`src/rtl/bpmRegPkg.sv`:
```
`default_nettype none

package bpmRegPkg;

    ////////////////////
    // Register bus geometry
    localparam int regDataWidth  = 32;
    localparam int regIndexWidth = 4;

    ////////////////////
    // Register map
    localparam logic [regIndexWidth-1:0] regUsSinceBoot      = regIndexWidth'(0);
    localparam logic [regIndexWidth-1:0] regSecondsSinceBoot = regIndexWidth'(1);
    localparam logic [regIndexWidth-1:0] regSoftTrigger      = regIndexWidth'(2);
    localparam logic [regIndexWidth-1:0] regHeartbeatReload  = regIndexWidth'(3);
    localparam logic [regIndexWidth-1:0] regFaReload         = regIndexWidth'(4);
    localparam logic [regIndexWidth-1:0] regSaReload         = regIndexWidth'(5);
    localparam logic [regIndexWidth-1:0] regInterlock        = regIndexWidth'(6);
    localparam logic [regIndexWidth-1:0] regUserStatus       = regIndexWidth'(7);
    localparam logic [regIndexWidth-1:0] regSpiMuxSel        = regIndexWidth'(8);

    // Number of mapped indices, everything above reads as zero
    localparam int regCount = 9;

endpackage

`default_nettype wire

```
`src/rtl/bpmTimingPkg.sv`:
```
`default_nettype none

package bpmTimingPkg;

    ////////////////////
    // Counter widths
    localparam int heartbeatWidth = 28;
    localparam int markerWidth    = 24;

    ////////////////////
    // Trigger bus
    // Bit 0 is the software trigger, the rest are event lines
    localparam int triggerBusWidth = 7;

    // Software trigger level length in sysClk cycles
    localparam int softTriggerStretch = 8;

    ////////////////////
    // Values after reset
    // Heartbeat once per second at 100 MHz
    localparam logic [heartbeatWidth-1:0] heartbeatReloadDefault =
        heartbeatWidth'(99_999_998);

    // FA at 10 kHz, SA at 10 Hz
    localparam logic [markerWidth-1:0] faReloadDefault = markerWidth'(9_999);
    localparam logic [markerWidth-1:0] saReloadDefault = markerWidth'(9_999_999);

endpackage

`default_nettype wire

```
`src/rtl/timingRegs.sv`:
```
`default_nettype none

module timingRegs (
    input  logic                                    sysClk,
    input  logic                                    rstN,
    input  logic [bpmRegPkg::regIndexWidth-1:0]     regIndex,
    input  logic                                    regWrite,
    input  logic [bpmRegPkg::regDataWidth-1:0]      regWriteData,
    output logic [bpmRegPkg::regDataWidth-1:0]      regReadData,
    input  logic [31:0]                             usSinceBoot,
    input  logic [31:0]                             secondsSinceBoot,
    input  logic [31:0]                             faStatus,
    input  logic [31:0]                             saStatus,
    input  logic                                    resetButton,
    input  logic                                    recoverySwitch,
    input  logic                                    displaySwitch,
    input  logic [7:0]                              dipSwitch,
    output logic [bpmTimingPkg::heartbeatWidth-1:0] heartbeatReload,
    output logic [bpmTimingPkg::markerWidth-1:0]    faReload,
    output logic [bpmTimingPkg::markerWidth-1:0]    saReload,
    output logic                                    faReloadWritten,
    output logic                                    saReloadWritten,
    output logic                                    softTriggerPulse,
    output logic                                    relayControl,
    output logic [1:0]                              spiMuxSel
);
    import bpmRegPkg::*;
    import bpmTimingPkg::*;

    logic        writeHeartbeat;
    logic        writeFa;
    logic        writeSa;
    logic        writeSoftTrigger;
    logic        writeInterlock;
    logic        writeSpiMux;
    logic [10:0] switchMeta;
    logic [10:0] switchSync;
    logic        resetButtonSync;
    logic        recoverySync;
    logic        displaySync;
    logic [7:0]  dipSync;

    ////////////////////
    // Write decode
    assign writeHeartbeat   = regWrite && (regIndex == regHeartbeatReload);
    assign writeFa          = regWrite && (regIndex == regFaReload);
    assign writeSa          = regWrite && (regIndex == regSaReload);
    assign writeSoftTrigger = regWrite && (regIndex == regSoftTrigger);
    assign writeInterlock   = regWrite && (regIndex == regInterlock);
    assign writeSpiMux      = regWrite && (regIndex == regSpiMuxSel);

    // Writable registers
    always_ff @(posedge sysClk) begin
        if (!rstN) begin
            heartbeatReload <= heartbeatReloadDefault;
            faReload        <= faReloadDefault;
            saReload        <= saReloadDefault;
            relayControl    <= 1'b0;
            spiMuxSel       <= 2'b00;
        end else begin
            if (writeHeartbeat) begin
                heartbeatReload <= regWriteData[heartbeatWidth-1:0];
            end
            if (writeFa) begin
                faReload <= regWriteData[markerWidth-1:0];
            end
            if (writeSa) begin
                saReload <= regWriteData[markerWidth-1:0];
            end
            if (writeInterlock) begin
                relayControl <= regWriteData[0];
            end
            if (writeSpiMux) begin
                spiMuxSel <= regWriteData[1:0];
            end
        end
    end

    // Notifications, one cycle after the write
    always_ff @(posedge sysClk) begin
        if (!rstN) begin
            faReloadWritten  <= 1'b0;
            saReloadWritten  <= 1'b0;
            softTriggerPulse <= 1'b0;
        end else begin
            faReloadWritten  <= writeFa;
            saReloadWritten  <= writeSa;
            softTriggerPulse <= writeSoftTrigger;
        end
    end

    ////////////////////
    // Front panel and DIP switches, two-flop synchronizer
    always_ff @(posedge sysClk) begin
        switchMeta <= {resetButton, recoverySwitch, displaySwitch, dipSwitch};
        switchSync <= switchMeta;
    end

    assign resetButtonSync = switchSync[10];
    assign recoverySync    = switchSync[9];
    assign displaySync     = switchSync[8];
    assign dipSync         = switchSync[7:0];

    ////////////////////
    // Readback
    always_comb begin
        case (regIndex)
            regUsSinceBoot:      regReadData = usSinceBoot;
            regSecondsSinceBoot: regReadData = secondsSinceBoot;
            regHeartbeatReload:  regReadData = regDataWidth'(heartbeatReload);
            regFaReload:         regReadData = faStatus;
            regSaReload:         regReadData = saStatus;
            regInterlock:
                regReadData = regDataWidth'({relayControl, 3'b000, resetButtonSync});
            regUserStatus:       regReadData = {recoverySync, displaySync, 22'b0, dipSync};
            regSpiMuxSel:        regReadData = regDataWidth'(spiMuxSel);
            default:             regReadData = '0;
        endcase
    end

endmodule

`default_nettype wire

```
`src/rtl/uptimeCounters.sv`:
```
`default_nettype none

module uptimeCounters #(
    parameter int ticksPerMicrosecond   = 100,
    parameter int microsecondsPerSecond = 1000000
) (
    input  logic        sysClk,
    input  logic        rstN,
    output logic [31:0] usSinceBoot,
    output logic [31:0] secondsSinceBoot
);

    localparam int tickWidth = $clog2(ticksPerMicrosecond + 1);
    localparam int usWidth   = $clog2(microsecondsPerSecond + 1);

    logic [tickWidth-1:0] tickCount;
    logic                 usTick;
    logic [usWidth-1:0]   usInSecond;
    logic                 secondDone;

    assign usTick     = (tickCount == tickWidth'(ticksPerMicrosecond - 1));
    assign secondDone = (usInSecond == usWidth'(microsecondsPerSecond - 1));

    always_ff @(posedge sysClk) begin
        if (!rstN) begin
            tickCount        <= '0;
            usInSecond       <= '0;
            usSinceBoot      <= '0;
            secondsSinceBoot <= '0;
        end else if (usTick) begin
            tickCount   <= '0;
            usSinceBoot <= usSinceBoot + 32'd1;
            // Seconds advance together with the microsecond that completes them
            if (secondDone) begin
                usInSecond       <= '0;
                secondsSinceBoot <= secondsSinceBoot + 32'd1;
            end else begin
                usInSecond <= usInSecond + usWidth'(1);
            end
        end else begin
            tickCount <= tickCount + tickWidth'(1);
        end
    end

endmodule

`default_nettype wire

```
`src/rtl/heartbeatGen.sv`:
```
`default_nettype none

module heartbeatGen (
    input  logic                                    sysClk,
    input  logic                                    rstN,
    input  logic [bpmTimingPkg::heartbeatWidth-1:0] heartbeatReload,
    output logic                                    heartbeat
);
    import bpmTimingPkg::*;

    // Extra top bit goes high when the count passes zero
    logic [heartbeatWidth:0] counter;
    logic                    counterDone;

    assign counterDone = counter[heartbeatWidth];
    assign heartbeat   = counterDone;

    // Reload, count down to zero, one done cycle
    always_ff @(posedge sysClk) begin
        if (!rstN) begin
            counter <= {1'b0, heartbeatReload};
        end else if (counterDone) begin
            counter <= {1'b0, heartbeatReload};
        end else begin
            counter <= counter - 1'b1;
        end
    end

endmodule

`default_nettype wire

```
`src/rtl/markerDivider.sv`:
```
`default_nettype none

module markerDivider (
    input  logic                                 sysClk,
    input  logic                                 rstN,
    input  logic                                 heartbeat,
    input  logic [bpmTimingPkg::markerWidth-1:0] reload,
    input  logic                                 reloadWritten,
    output logic                                 marker,
    output logic [31:0]                          status
);
    import bpmTimingPkg::*;

    logic [markerWidth-1:0] counter;
    logic                   counterZero;
    logic                   synced;

    assign counterZero = (counter == '0);

    // Heartbeat forces a marker and restarts the division
    assign marker = heartbeat || counterZero;

    always_ff @(posedge sysClk) begin
        if (!rstN) begin
            counter <= reload;
        end else if (heartbeat || counterZero) begin
            counter <= reload;
        end else begin
            counter <= counter - 1'b1;
        end
    end

    ////////////////////
    // Lock indication
    // Synced when the heartbeat lands exactly on a divider boundary
    always_ff @(posedge sysClk) begin
        if (!rstN) begin
            synced <= 1'b0;
        end else if (reloadWritten) begin
            synced <= 1'b0;
        end else if (heartbeat) begin
            synced <= counterZero;
        end
    end

    // Synced flag on top, reload in the low bits
    assign status = {synced, {(31 - markerWidth){1'b0}}, reload};

endmodule

`default_nettype wire

```
`src/rtl/triggerCapture.sv`:
```
`default_nettype none

module triggerCapture (
    input  logic                                     sysClk,
    input  logic                                     rstN,
    input  logic                                     softTriggerPulse,
    input  logic [bpmTimingPkg::triggerBusWidth-2:0] eventTriggers,
    output logic [bpmTimingPkg::triggerBusWidth-1:0] triggerStrobes
);
    import bpmTimingPkg::*;

    localparam int stretchWidth = $clog2(softTriggerStretch + 1);

    logic [stretchWidth-1:0]    stretchCount;
    logic                       softTriggerLevel;
    logic [triggerBusWidth-2:0] eventMeta;
    logic [triggerBusWidth-2:0] eventSync;
    logic [triggerBusWidth-1:0] triggerBus;
    logic [triggerBusWidth-1:0] triggerBusDelay;

    ////////////////////
    // Software trigger stretcher
    assign softTriggerLevel = (stretchCount != '0);

    always_ff @(posedge sysClk) begin
        if (!rstN) begin
            stretchCount <= '0;
        end else if (softTriggerPulse) begin
            stretchCount <= stretchWidth'(softTriggerStretch);
        end else if (softTriggerLevel) begin
            stretchCount <= stretchCount - 1'b1;
        end
    end

    ////////////////////
    // Event lines are asynchronous
    always_ff @(posedge sysClk) begin
        if (!rstN) begin
            eventMeta <= '0;
            eventSync <= '0;
        end else begin
            eventMeta <= eventTriggers;
            eventSync <= eventMeta;
        end
    end

    assign triggerBus = {eventSync, softTriggerLevel};

    // Rising edge detect, one strobe per edge
    always_ff @(posedge sysClk) begin
        if (!rstN) begin
            triggerBusDelay <= '0;
            triggerStrobes  <= '0;
        end else begin
            triggerBusDelay <= triggerBus;
            triggerStrobes  <= triggerBus & ~triggerBusDelay;
        end
    end

endmodule

`default_nettype wire

```
`src/rtl/bpmTimingTop.sv`:
```
`default_nettype none

module bpmTimingTop #(
    parameter int ticksPerMicrosecond   = 100,
    parameter int microsecondsPerSecond = 1000000
) (
    input  logic                                     sysClk,
    input  logic                                     rstN,
    input  logic [bpmRegPkg::regIndexWidth-1:0]      regIndex,
    input  logic                                     regWrite,
    input  logic [bpmRegPkg::regDataWidth-1:0]       regWriteData,
    output logic [bpmRegPkg::regDataWidth-1:0]       regReadData,
    input  logic [bpmTimingPkg::triggerBusWidth-2:0] eventTriggers,
    input  logic                                     resetButton,
    input  logic                                     recoverySwitch,
    input  logic                                     displaySwitch,
    input  logic [7:0]                               dipSwitch,
    output logic                                     heartbeat,
    output logic                                     faMarker,
    output logic                                     saMarker,
    output logic [bpmTimingPkg::triggerBusWidth-1:0] triggerStrobes,
    output logic                                     relayControl,
    output logic [1:0]                               clkSpiMuxSel,
    output logic [7:0]                               leds
);
    import bpmTimingPkg::*;

    logic [31:0]               usSinceBoot;
    logic [31:0]               secondsSinceBoot;
    logic [31:0]               faStatus;
    logic [31:0]               saStatus;
    logic [heartbeatWidth-1:0] heartbeatReload;
    logic [markerWidth-1:0]    faReload;
    logic [markerWidth-1:0]    saReload;
    logic                      faReloadWritten;
    logic                      saReloadWritten;
    logic                      softTriggerPulse;
    logic [1:0]                spiMuxSel;

    ////////////////////
    // Register block
    timingRegs timingRegs_i (
        .sysClk           (sysClk),
        .rstN             (rstN),
        .regIndex         (regIndex),
        .regWrite         (regWrite),
        .regWriteData     (regWriteData),
        .regReadData      (regReadData),
        .usSinceBoot      (usSinceBoot),
        .secondsSinceBoot (secondsSinceBoot),
        .faStatus         (faStatus),
        .saStatus         (saStatus),
        .resetButton      (resetButton),
        .recoverySwitch   (recoverySwitch),
        .displaySwitch    (displaySwitch),
        .dipSwitch        (dipSwitch),
        .heartbeatReload  (heartbeatReload),
        .faReload         (faReload),
        .saReload         (saReload),
        .faReloadWritten  (faReloadWritten),
        .saReloadWritten  (saReloadWritten),
        .softTriggerPulse (softTriggerPulse),
        .relayControl     (relayControl),
        .spiMuxSel        (spiMuxSel)
    );

    ////////////////////
    // Timekeeping
    uptimeCounters #(
        .ticksPerMicrosecond   (ticksPerMicrosecond),
        .microsecondsPerSecond (microsecondsPerSecond)
    ) uptimeCounters_i (
        .sysClk           (sysClk),
        .rstN             (rstN),
        .usSinceBoot      (usSinceBoot),
        .secondsSinceBoot (secondsSinceBoot)
    );

    heartbeatGen heartbeatGen_i (
        .sysClk          (sysClk),
        .rstN            (rstN),
        .heartbeatReload (heartbeatReload),
        .heartbeat       (heartbeat)
    );

    // FA and SA markers, both locked to the heartbeat
    markerDivider faDivider (
        .sysClk        (sysClk),
        .rstN          (rstN),
        .heartbeat     (heartbeat),
        .reload        (faReload),
        .reloadWritten (faReloadWritten),
        .marker        (faMarker),
        .status        (faStatus)
    );

    markerDivider saDivider (
        .sysClk        (sysClk),
        .rstN          (rstN),
        .heartbeat     (heartbeat),
        .reload        (saReload),
        .reloadWritten (saReloadWritten),
        .marker        (saMarker),
        .status        (saStatus)
    );

    ////////////////////
    // Triggers
    triggerCapture triggerCapture_i (
        .sysClk           (sysClk),
        .rstN             (rstN),
        .softTriggerPulse (softTriggerPulse),
        .eventTriggers    (eventTriggers),
        .triggerStrobes   (triggerStrobes)
    );

    assign clkSpiMuxSel = spiMuxSel;

    ////////////////////
    // Front panel LEDs
    assign leds[0]   = faStatus[31];
    assign leds[1]   = saStatus[31];
    assign leds[3:2] = secondsSinceBoot[1:0];
    assign leds[7:4] = 4'b0000;

endmodule

`default_nettype wire

```
`config.mk`:
```
export PLATFORM = sky130hd
export DESIGN_NAME = bpmTimingTop
export DESIGN_NICKNAME = d
export VERILOG_FILES = /design/src/rtl/bpmRegPkg.sv /design/src/rtl/bpmTimingPkg.sv /design/src/rtl/timingRegs.sv /design/src/rtl/uptimeCounters.sv /design/src/rtl/heartbeatGen.sv /design/src/rtl/markerDivider.sv /design/src/rtl/triggerCapture.sv /design/src/rtl/bpmTimingTop.sv
export SDC_FILE = /design/constraint.sdc
export NUM_CORES = 1
export LEC_CHECK = 0
export BUFFER_PORTS_ARGS = -buffer_cell sky130_fd_sc_hd__buf_2
export CAP_MARGIN = 20
export CORE_MARGIN = 2
export CORE_UTILIZATION = 60
export CTS_BUF_LIST = sky130_fd_sc_hd__clkbuf_4
export DETAILED_ROUTE_END_ITERATION = 6
export PLACE_DENSITY = 0.8
export SYNTH_ARGS = -nofsm -noshare
export SYNTH_HDL_FRONTEND = slang
export SYNTH_SLANG_ARGS = --single-unit
export TNS_END_PERCENT = 10
```
`constraint.sdc`:
```
create_clock -name sysClk -period 2.3 [get_ports sysClk]
set_input_delay 0.115 -clock sysClk [delete_from_list [all_inputs] [get_ports sysClk]]
set_output_delay 0.115 -clock sysClk [all_outputs]
set_load 0.05 [all_outputs]
```
==> impl_metrics.tcl, run 1 <==
set metrics [dict create \
    status "finished, violations left" \
    violations "design-rule violations, negative setup slack" \
    critPathCaptureType "output port" \
    synth.top_cell.area_share 0.4638 \
    grt_pass1_wl_microns 59780 \
    yosys_most_used_dff "dfxtp_1" \
    grt_pass1_vias 11860 \
    area_growth_syn_to_layout_pct 21.62 \
    ys_seq_area_frac 0.4638 \
    antenna_found_initial 1 \
    clkSinkCount 304 \
    core_area_sq_um 21620 \
    synth-xor-area-share 0.07943 \
    synth.ff_latch_count 304 \
    worst_pin_slew_ps 815.4 \
    pre_cts_ws_ps 89.68 \
    finalWeightedCongestion 0.9468 \
    grt_remaining_overflow 0 \
    start_util 0.6069 \
    ys_types 61 \
    fmax_mhz 373.1 \
    synth_area_leaders "dfxtp_1 (46%), nand2_1 (7.8%), xnor2_1 (4.6%)" \
    synth_edf_count 0 \
    p_total_mw 11.47 \
    hpwl_microns 25370 \
    firstDrtPassIters 7 \
    ys_top_cells_by_count "dfxtp_1 (304), nand2_1 (273), nor2_1 (130)" \
    syn_avg_cell_area_sq_um 8.384 \
    grt_max_degree 68 \
    cp_cell_sequence "or4_4 > or4_4 > nor3_2 > buf_4 > or2_4 > buf_8" \
    clock_path_buffers 3 \
    yosys.area_share.adder 0.01049 \
    dpl.cell_count 1916 \
    startpoint_type "flip-flop" \
    synth_top_area_cell "dfxtp_1" \
    root_buffer "clkbuf_4" \
    grt_usage 0.3162 \
    drv_cap 0 \
    crit_path_max_fanout 4 \
    crit_slowest_cell "or4_4" \
    setup_violations 2 \
    finalHoldViolCount 0 \
    ant_nets 0 \
    tritoncts "done" \
    cp_common_cell "or4_4" \
    num_vias 12520 \
    totalWireLength_microns 38230 \
    drv_slew 0 \
    ir_worst_vdd_v 0.0004691 \
    cts_max_level 3 \
    yosys_warnings 0 \
    clkLatencyLatePin_ps 700 \
    synthSimpleGateAreaFrac 0.2799 \
    cp_slowest_stage_delay_ps 560 \
    io_pins 109 \
    synth_area_sq_um 13120 \
    arrival_ps 2560 \
    period_share 1.165 \
    hp-class "in2reg" \
    fp.dieH_microns 151.9 \
    synth_compound_gate_area_share 0.1197 \
    fin_ws_ps -379.9 \
    netlist_instances 1565 \
    synthArstFlopShare 0 \
    routedWlPerCell_microns 18.04 \
    synth.area.mux_share 0.009345 \
    num_rows 54 \
    cts_buffers 78 \
    path_clk_slew_ps 70 \
    r2r_slack_ps 90 \
    power.leakage_nw 6.268 \
    die_w_microns 151.9 \
    setup_tns_ps -639.1 \
    fin_crit_ps 2680 \
    grt_setup_unrepaired "true" \
    synth_most_common_cell "dfxtp_1" \
    stdcell_count 2119 \
    relSlewSlack 0.4564 \
    drc 10 \
    skew_ps 46.20 \
    die-area_sq_um 23070 \
    synth_top_family_by_area "simple AND/OR/NAND/NOR gates" \
    nets 1847 \
    avgViaCountPerCell 5.909 \
    drive_gt1_frac 0.1796 \
    drt_iter0_markers 1296 \
    path_class "reg2out" \
    power_density_nw_per_um2 719.1 \
    port_buffers 100 \
    critical_path_required_ps 2180 \
]
path summary, 6_finish.rpt:
check	startpoint	end	cells past startpoint
worst max-delay path	saDivider.counter[19]	saMarker	6
worst min-delay path	displaySwitch	timingRegs_i.switchMeta[8]	2
worst max register to register	faDivider.counter[6]	faDivider.counter[20]	6
worst min register to register	timingRegs_i.switchMeta[7]	timingRegs_i.switchSync[7]	0
report_power, final:
part           total (mW)  switching (mW)  leakage, nW  internal [mW]
logic                1.01           0.619         3.17          0.391
registers            5.60           0.149         2.48           5.45
clock network        4.86            2.18        0.618           2.68
total                11.5            2.95         6.27           8.52
flip-flops by register name, summed over array words and instances (netlist names), 2 cells and up:
register / flops
timingRegs_i.switchMeta: 11
uptimeCounters_i.tickCount: 7
heartbeatGen_i.counter: 29
saDivider.counter: 24
timingRegs_i.spiMuxSel: 2
timingRegs_i.saReload: 24
uptimeCounters_i.usSinceBoot: 32
triggerCapture_i.eventMeta: 6
uptimeCounters_i.secondsSinceBoot: 32
faDivider.counter: 24
triggerCapture_i.eventSync: 6
triggerCapture_i.stretchCount: 4
timingRegs_i.faReload: 24
triggerCapture_i.triggerBusDelay: 7
triggerCapture_i.triggerStrobes: 7
timingRegs_i.switchSync: 11
timingRegs_i.heartbeatReload: 28
uptimeCounters_i.usInSecond: 20
per-stage QoR:
stage	area, sq um	util	hold slack [ps]
after detailed placement	14120	0.6529	218.6
after global placement	14120	0.6529	218.1
after CTS	15770	0.7295	7.002
final	15960	0.7381	46.15
after floorplan	13140	-	142.7
after global routing	15960	0.7381	28.16
cells in the final DEF (no fill, tap or decap), types with 19 or more instances in the layout:
master / instances
dfxtp_1: 301
nand2_1: 273
nor2_1: 127
clkbuf_4: 111
a21oi_1: 101
buf_2: 96
nand3_1: 87
xnor2_1: 69
dlygate4sd3_1: 57
buf_4: 56
xor2_1: 50
o21ai_0: 44
nor3_1: 40
or3_1: 36
nand4_1: 36
a22oi_1: 35
o21ai_1: 31
and2_1: 26
inv_1: 22
nor4_1: 21
a222oi_1: 19
layout make-up:
type / instances / area, sq um
sequential: 304 / 6090
timing repair buffer: 221 / 1699
clock inverter: 26 / 211.5
antenna: 2 / 5.005
multi-input combinational: 1152 / 6681
clock buffer: 111 / 833.3
inverter: 23 / 87.58
tap: 280 / 350.3
fill: 1586 / 5663
worst max-delay path, delay by kind of cell (launching register included):
| kind | cells | cell delay [ps] |
|---|---|---|
| and+or+nand+nor | 4 | 1260 |
| buffers and inverters | 2 | 300 |
| DFF | 1 | 330 |
repair_timing:
action | 4_1_cts | 5_1_grt
buffers inserted | 1 | 4
hold buffers | 57 | 1
resized for setup | 8 | 28
hold endpoints to repair | 101 | 1
pin swaps | 1 | 6
setup endpoints to repair | 2 | 46
cloned | 0 | 2
routing by layer:
metal,part of all wire,global-route usage
met5,0,0
met4,0.041,0.1549
met3,0.081,0.06988
met2,0.49,0.5313
met1,0.39,0.3846
kinds of logic (layout without fill, tap and decap cells):
family,after synthesis,in the layout
AOI/OAI and AO/OA,261,261
other,1,6
buffers and inverters,112,381
xor gates and xnor gates,119,119
adders and majority gates,11,11
muxes,12,12
and+or+nand+nor,745,745
DFF,304,304
(Power assumes the default switching activity.)
==> inputs of run 2 (changes only) <==
Settings changed: HOLD_SLACK_MARGIN from default to 0.15, RECOVER_POWER from default to 100.
==> run 2 against run 1 <==
Against the previous run: the run ends with max-capacitance violations, max-slew violations, negative setup slack left; first-iteration DRC count up 1.5%; sequential power about the same; combinational power is essentially flat.
==> impl_metrics.tcl, run 2 (same netlist as run 1, synthesis figures left out) <==
set metrics [dict create \
    seqCellArea_sq_um 6090 \
    drt_iter0_markers 1316 \
    status "finished, violations left" \
    grt_usage 0.3255 \
    arrival_ps 2620 \
    path_clk_slew_ps 60 \
    skew_ps 41.62 \
    seqPwrFrac 0.487 \
    placed_area_sq_um 14120 \
    hp-class "in2reg" \
    nets 1878 \
    p_sw_mw 2.980 \
    crit_path_max_fanout 25 \
    setup_tns_ps -9335 \
    pwr-share-clk 0.424 \
    worst_pin_slew_ps 1577 \
    die-area_sq_um 23070 \
    port_buffers 100 \
    cts_max_level 3 \
    clock_path_buffers 3 \
    p_sw_frac 0.2587 \
    violations "max-capacitance violations, max-slew violations, negative setup slack" \
    stdcell_count 2149 \
    mostFrequentLayoutCell "dfxtp_1" \
    finalWeightedCongestion 0.9468 \
    setup_violations 54 \
    drc 0 \
    whs_ps 179.8 \
    fmax_mhz 365.8 \
    multi_input_area_sq_um 6599 \
    io_pins 109 \
    postLayoutCellArea_sq_um 16060 \
    grt_pass1_wl_microns 61430 \
    grt_setup_unrepaired "true" \
    relSlewSlack -0.05129 \
    grt_pass1_vias 12220 \
    power_density_nw_per_um2 717.1 \
    num_rows 54 \
    root_buffer "clkbuf_4" \
    grt_max_degree 68 \
    power.leakage_nw 6.255 \
    drv_cap 1 \
    avgViaCountPerCell 5.941 \
    fillers 1588 \
    startpoint_type "input pin" \
    p_int_mw 8.538 \
    totalWireLength_microns 39370 \
    hpwl_microns 25370 \
    area_growth_syn_to_layout_pct 22.42 \
    critical_path_required_ps 2180 \
    core_area_sq_um 21620 \
    grt_remaining_overflow 0 \
    antenna_found_initial 1 \
    critPathCaptureType "output port" \
    final_cell_mix "dfxtp_1 (301), nand2_1 (273), nor2_1 (128), clkbuf_4 (114), a21oi_1 (101)" \
    reg.largest.list "uptimeCounters_i.secondsSinceBoot x32, uptimeCounters_i.usSinceBoot x32, heartbeatGen_i.counter x29" \
    fp.dieH_microns 151.9 \
    p_total_mw 11.52 \
    num_vias 12770 \
    finalHoldViolCount 0 \
    combPwrFrac 0.089 \
    start_util 0.6069 \
    ant_nets 0 \
    drv_slew 68 \
    die_w_microns 151.9 \
    drive_gt1_frac 0.1627 \
    period_share 1.189 \
    routedWlPerCell_microns 18.32 \
    tritoncts "done" \
    path_class "in2out" \
    fin_ws_ps -433.6 \
    firstDrtPassIters 7 \
    clkLatencyLatePin_ps 690 \
    dpl.cell_count 1916 \
    ir_worst_vdd_v 0.0005027 \
    cts_buffers 78 \
    fin_crit_ps 2734 \
    clkSinkCount 304 \
]
==> run 2: routing by layer <==
layer | part of all wire | vias up | wire (microns) | track usage
met5 | 0 | - | 0 | 0
met4 | 0.042 | 0 | 1640 | 0.1642
met3 | 0.092 | 117 | 3626 | 0.07901
met2 | 0.48 | 666 | 18960 | 0.5480
met1 | 0.38 | 5995 | 15140 | 0.3886
li1 | - | 5990 | - | -
==> run 2: cell type report <==
class,count,area share
antenna,1,0.0001558
clock buffer,111,0.05188
clock inverter,26,0.01316
inverter,23,0.005453
multi-input combinational,1152,0.4108
sequential,304,0.3791
tap,280,0.02181
timing repair buffer,252,0.1176
==> run 2: worst max-delay path, cell delays in order <==
cell	delay, ps
clkbuf_1	590
clkdlybuf4s25_1	460
nand2b_1	100
nor2_2	120
clkbuf_4	370
a22oi_1	240
o21ai_0	250
buf_2	340
==> run 2: final timing paths <==
| path | to | slack (ps) | depth (start not counted) | start |
|---|---|---|---|---|
| max | regReadData[13] | -430 | 8 | regIndex[0] |
| min | timingRegs_i.softTriggerPulse | 180 | 3 | regIndex[1] |
| max reg2reg | uptimeCounters_i.usSinceBoot[28] | -90 | 7 | uptimeCounters_i.tickCount[4] |
| min reg2reg | timingRegs_i.switchSync[7] | 300 | 0 | timingRegs_i.switchMeta[7] |
==> run 2: what timing repair did <==
item | 4_1_cts | 5_1_grt
endpoints found under the setup margin | 2 | 48
hold buffers | 84 | 1
cloned | 0 | 1
pin swaps | 1 | 5
buffers inserted | 1 | 8
hold endpoints to repair | 127 | 1
gates resized for setup | 8 | 23
==> run 2: power by group through the flow <==
stage / sequential, mW / clock, mW / combinational (mW)
2_1_floorplan: 5.71 / 0 / 0.605
3_3_place_gp: 5.70 / 0 / 0.864
3_5_place_dp: 5.71 / 0 / 0.889
4_1_cts: 5.59 / 4.93 / 0.999
5_1_grt: 5.62 / 5.22 / 1.11
6_report: 5.61 / 4.88 / 1.03
==> run 2: per-stage QoR <==
| step | utilization | setup WS [ps] |
|---|---|---|
| finish | 0.7429 | -433.6 |
| global route | 0.7429 | -478.7 |
| CTS | 0.7420 | -418.1 |
| detailed placement | 0.6529 | 89.68 |
| global placement | 0.6529 | 150.7 |
| floorplan | - | 59.82 |
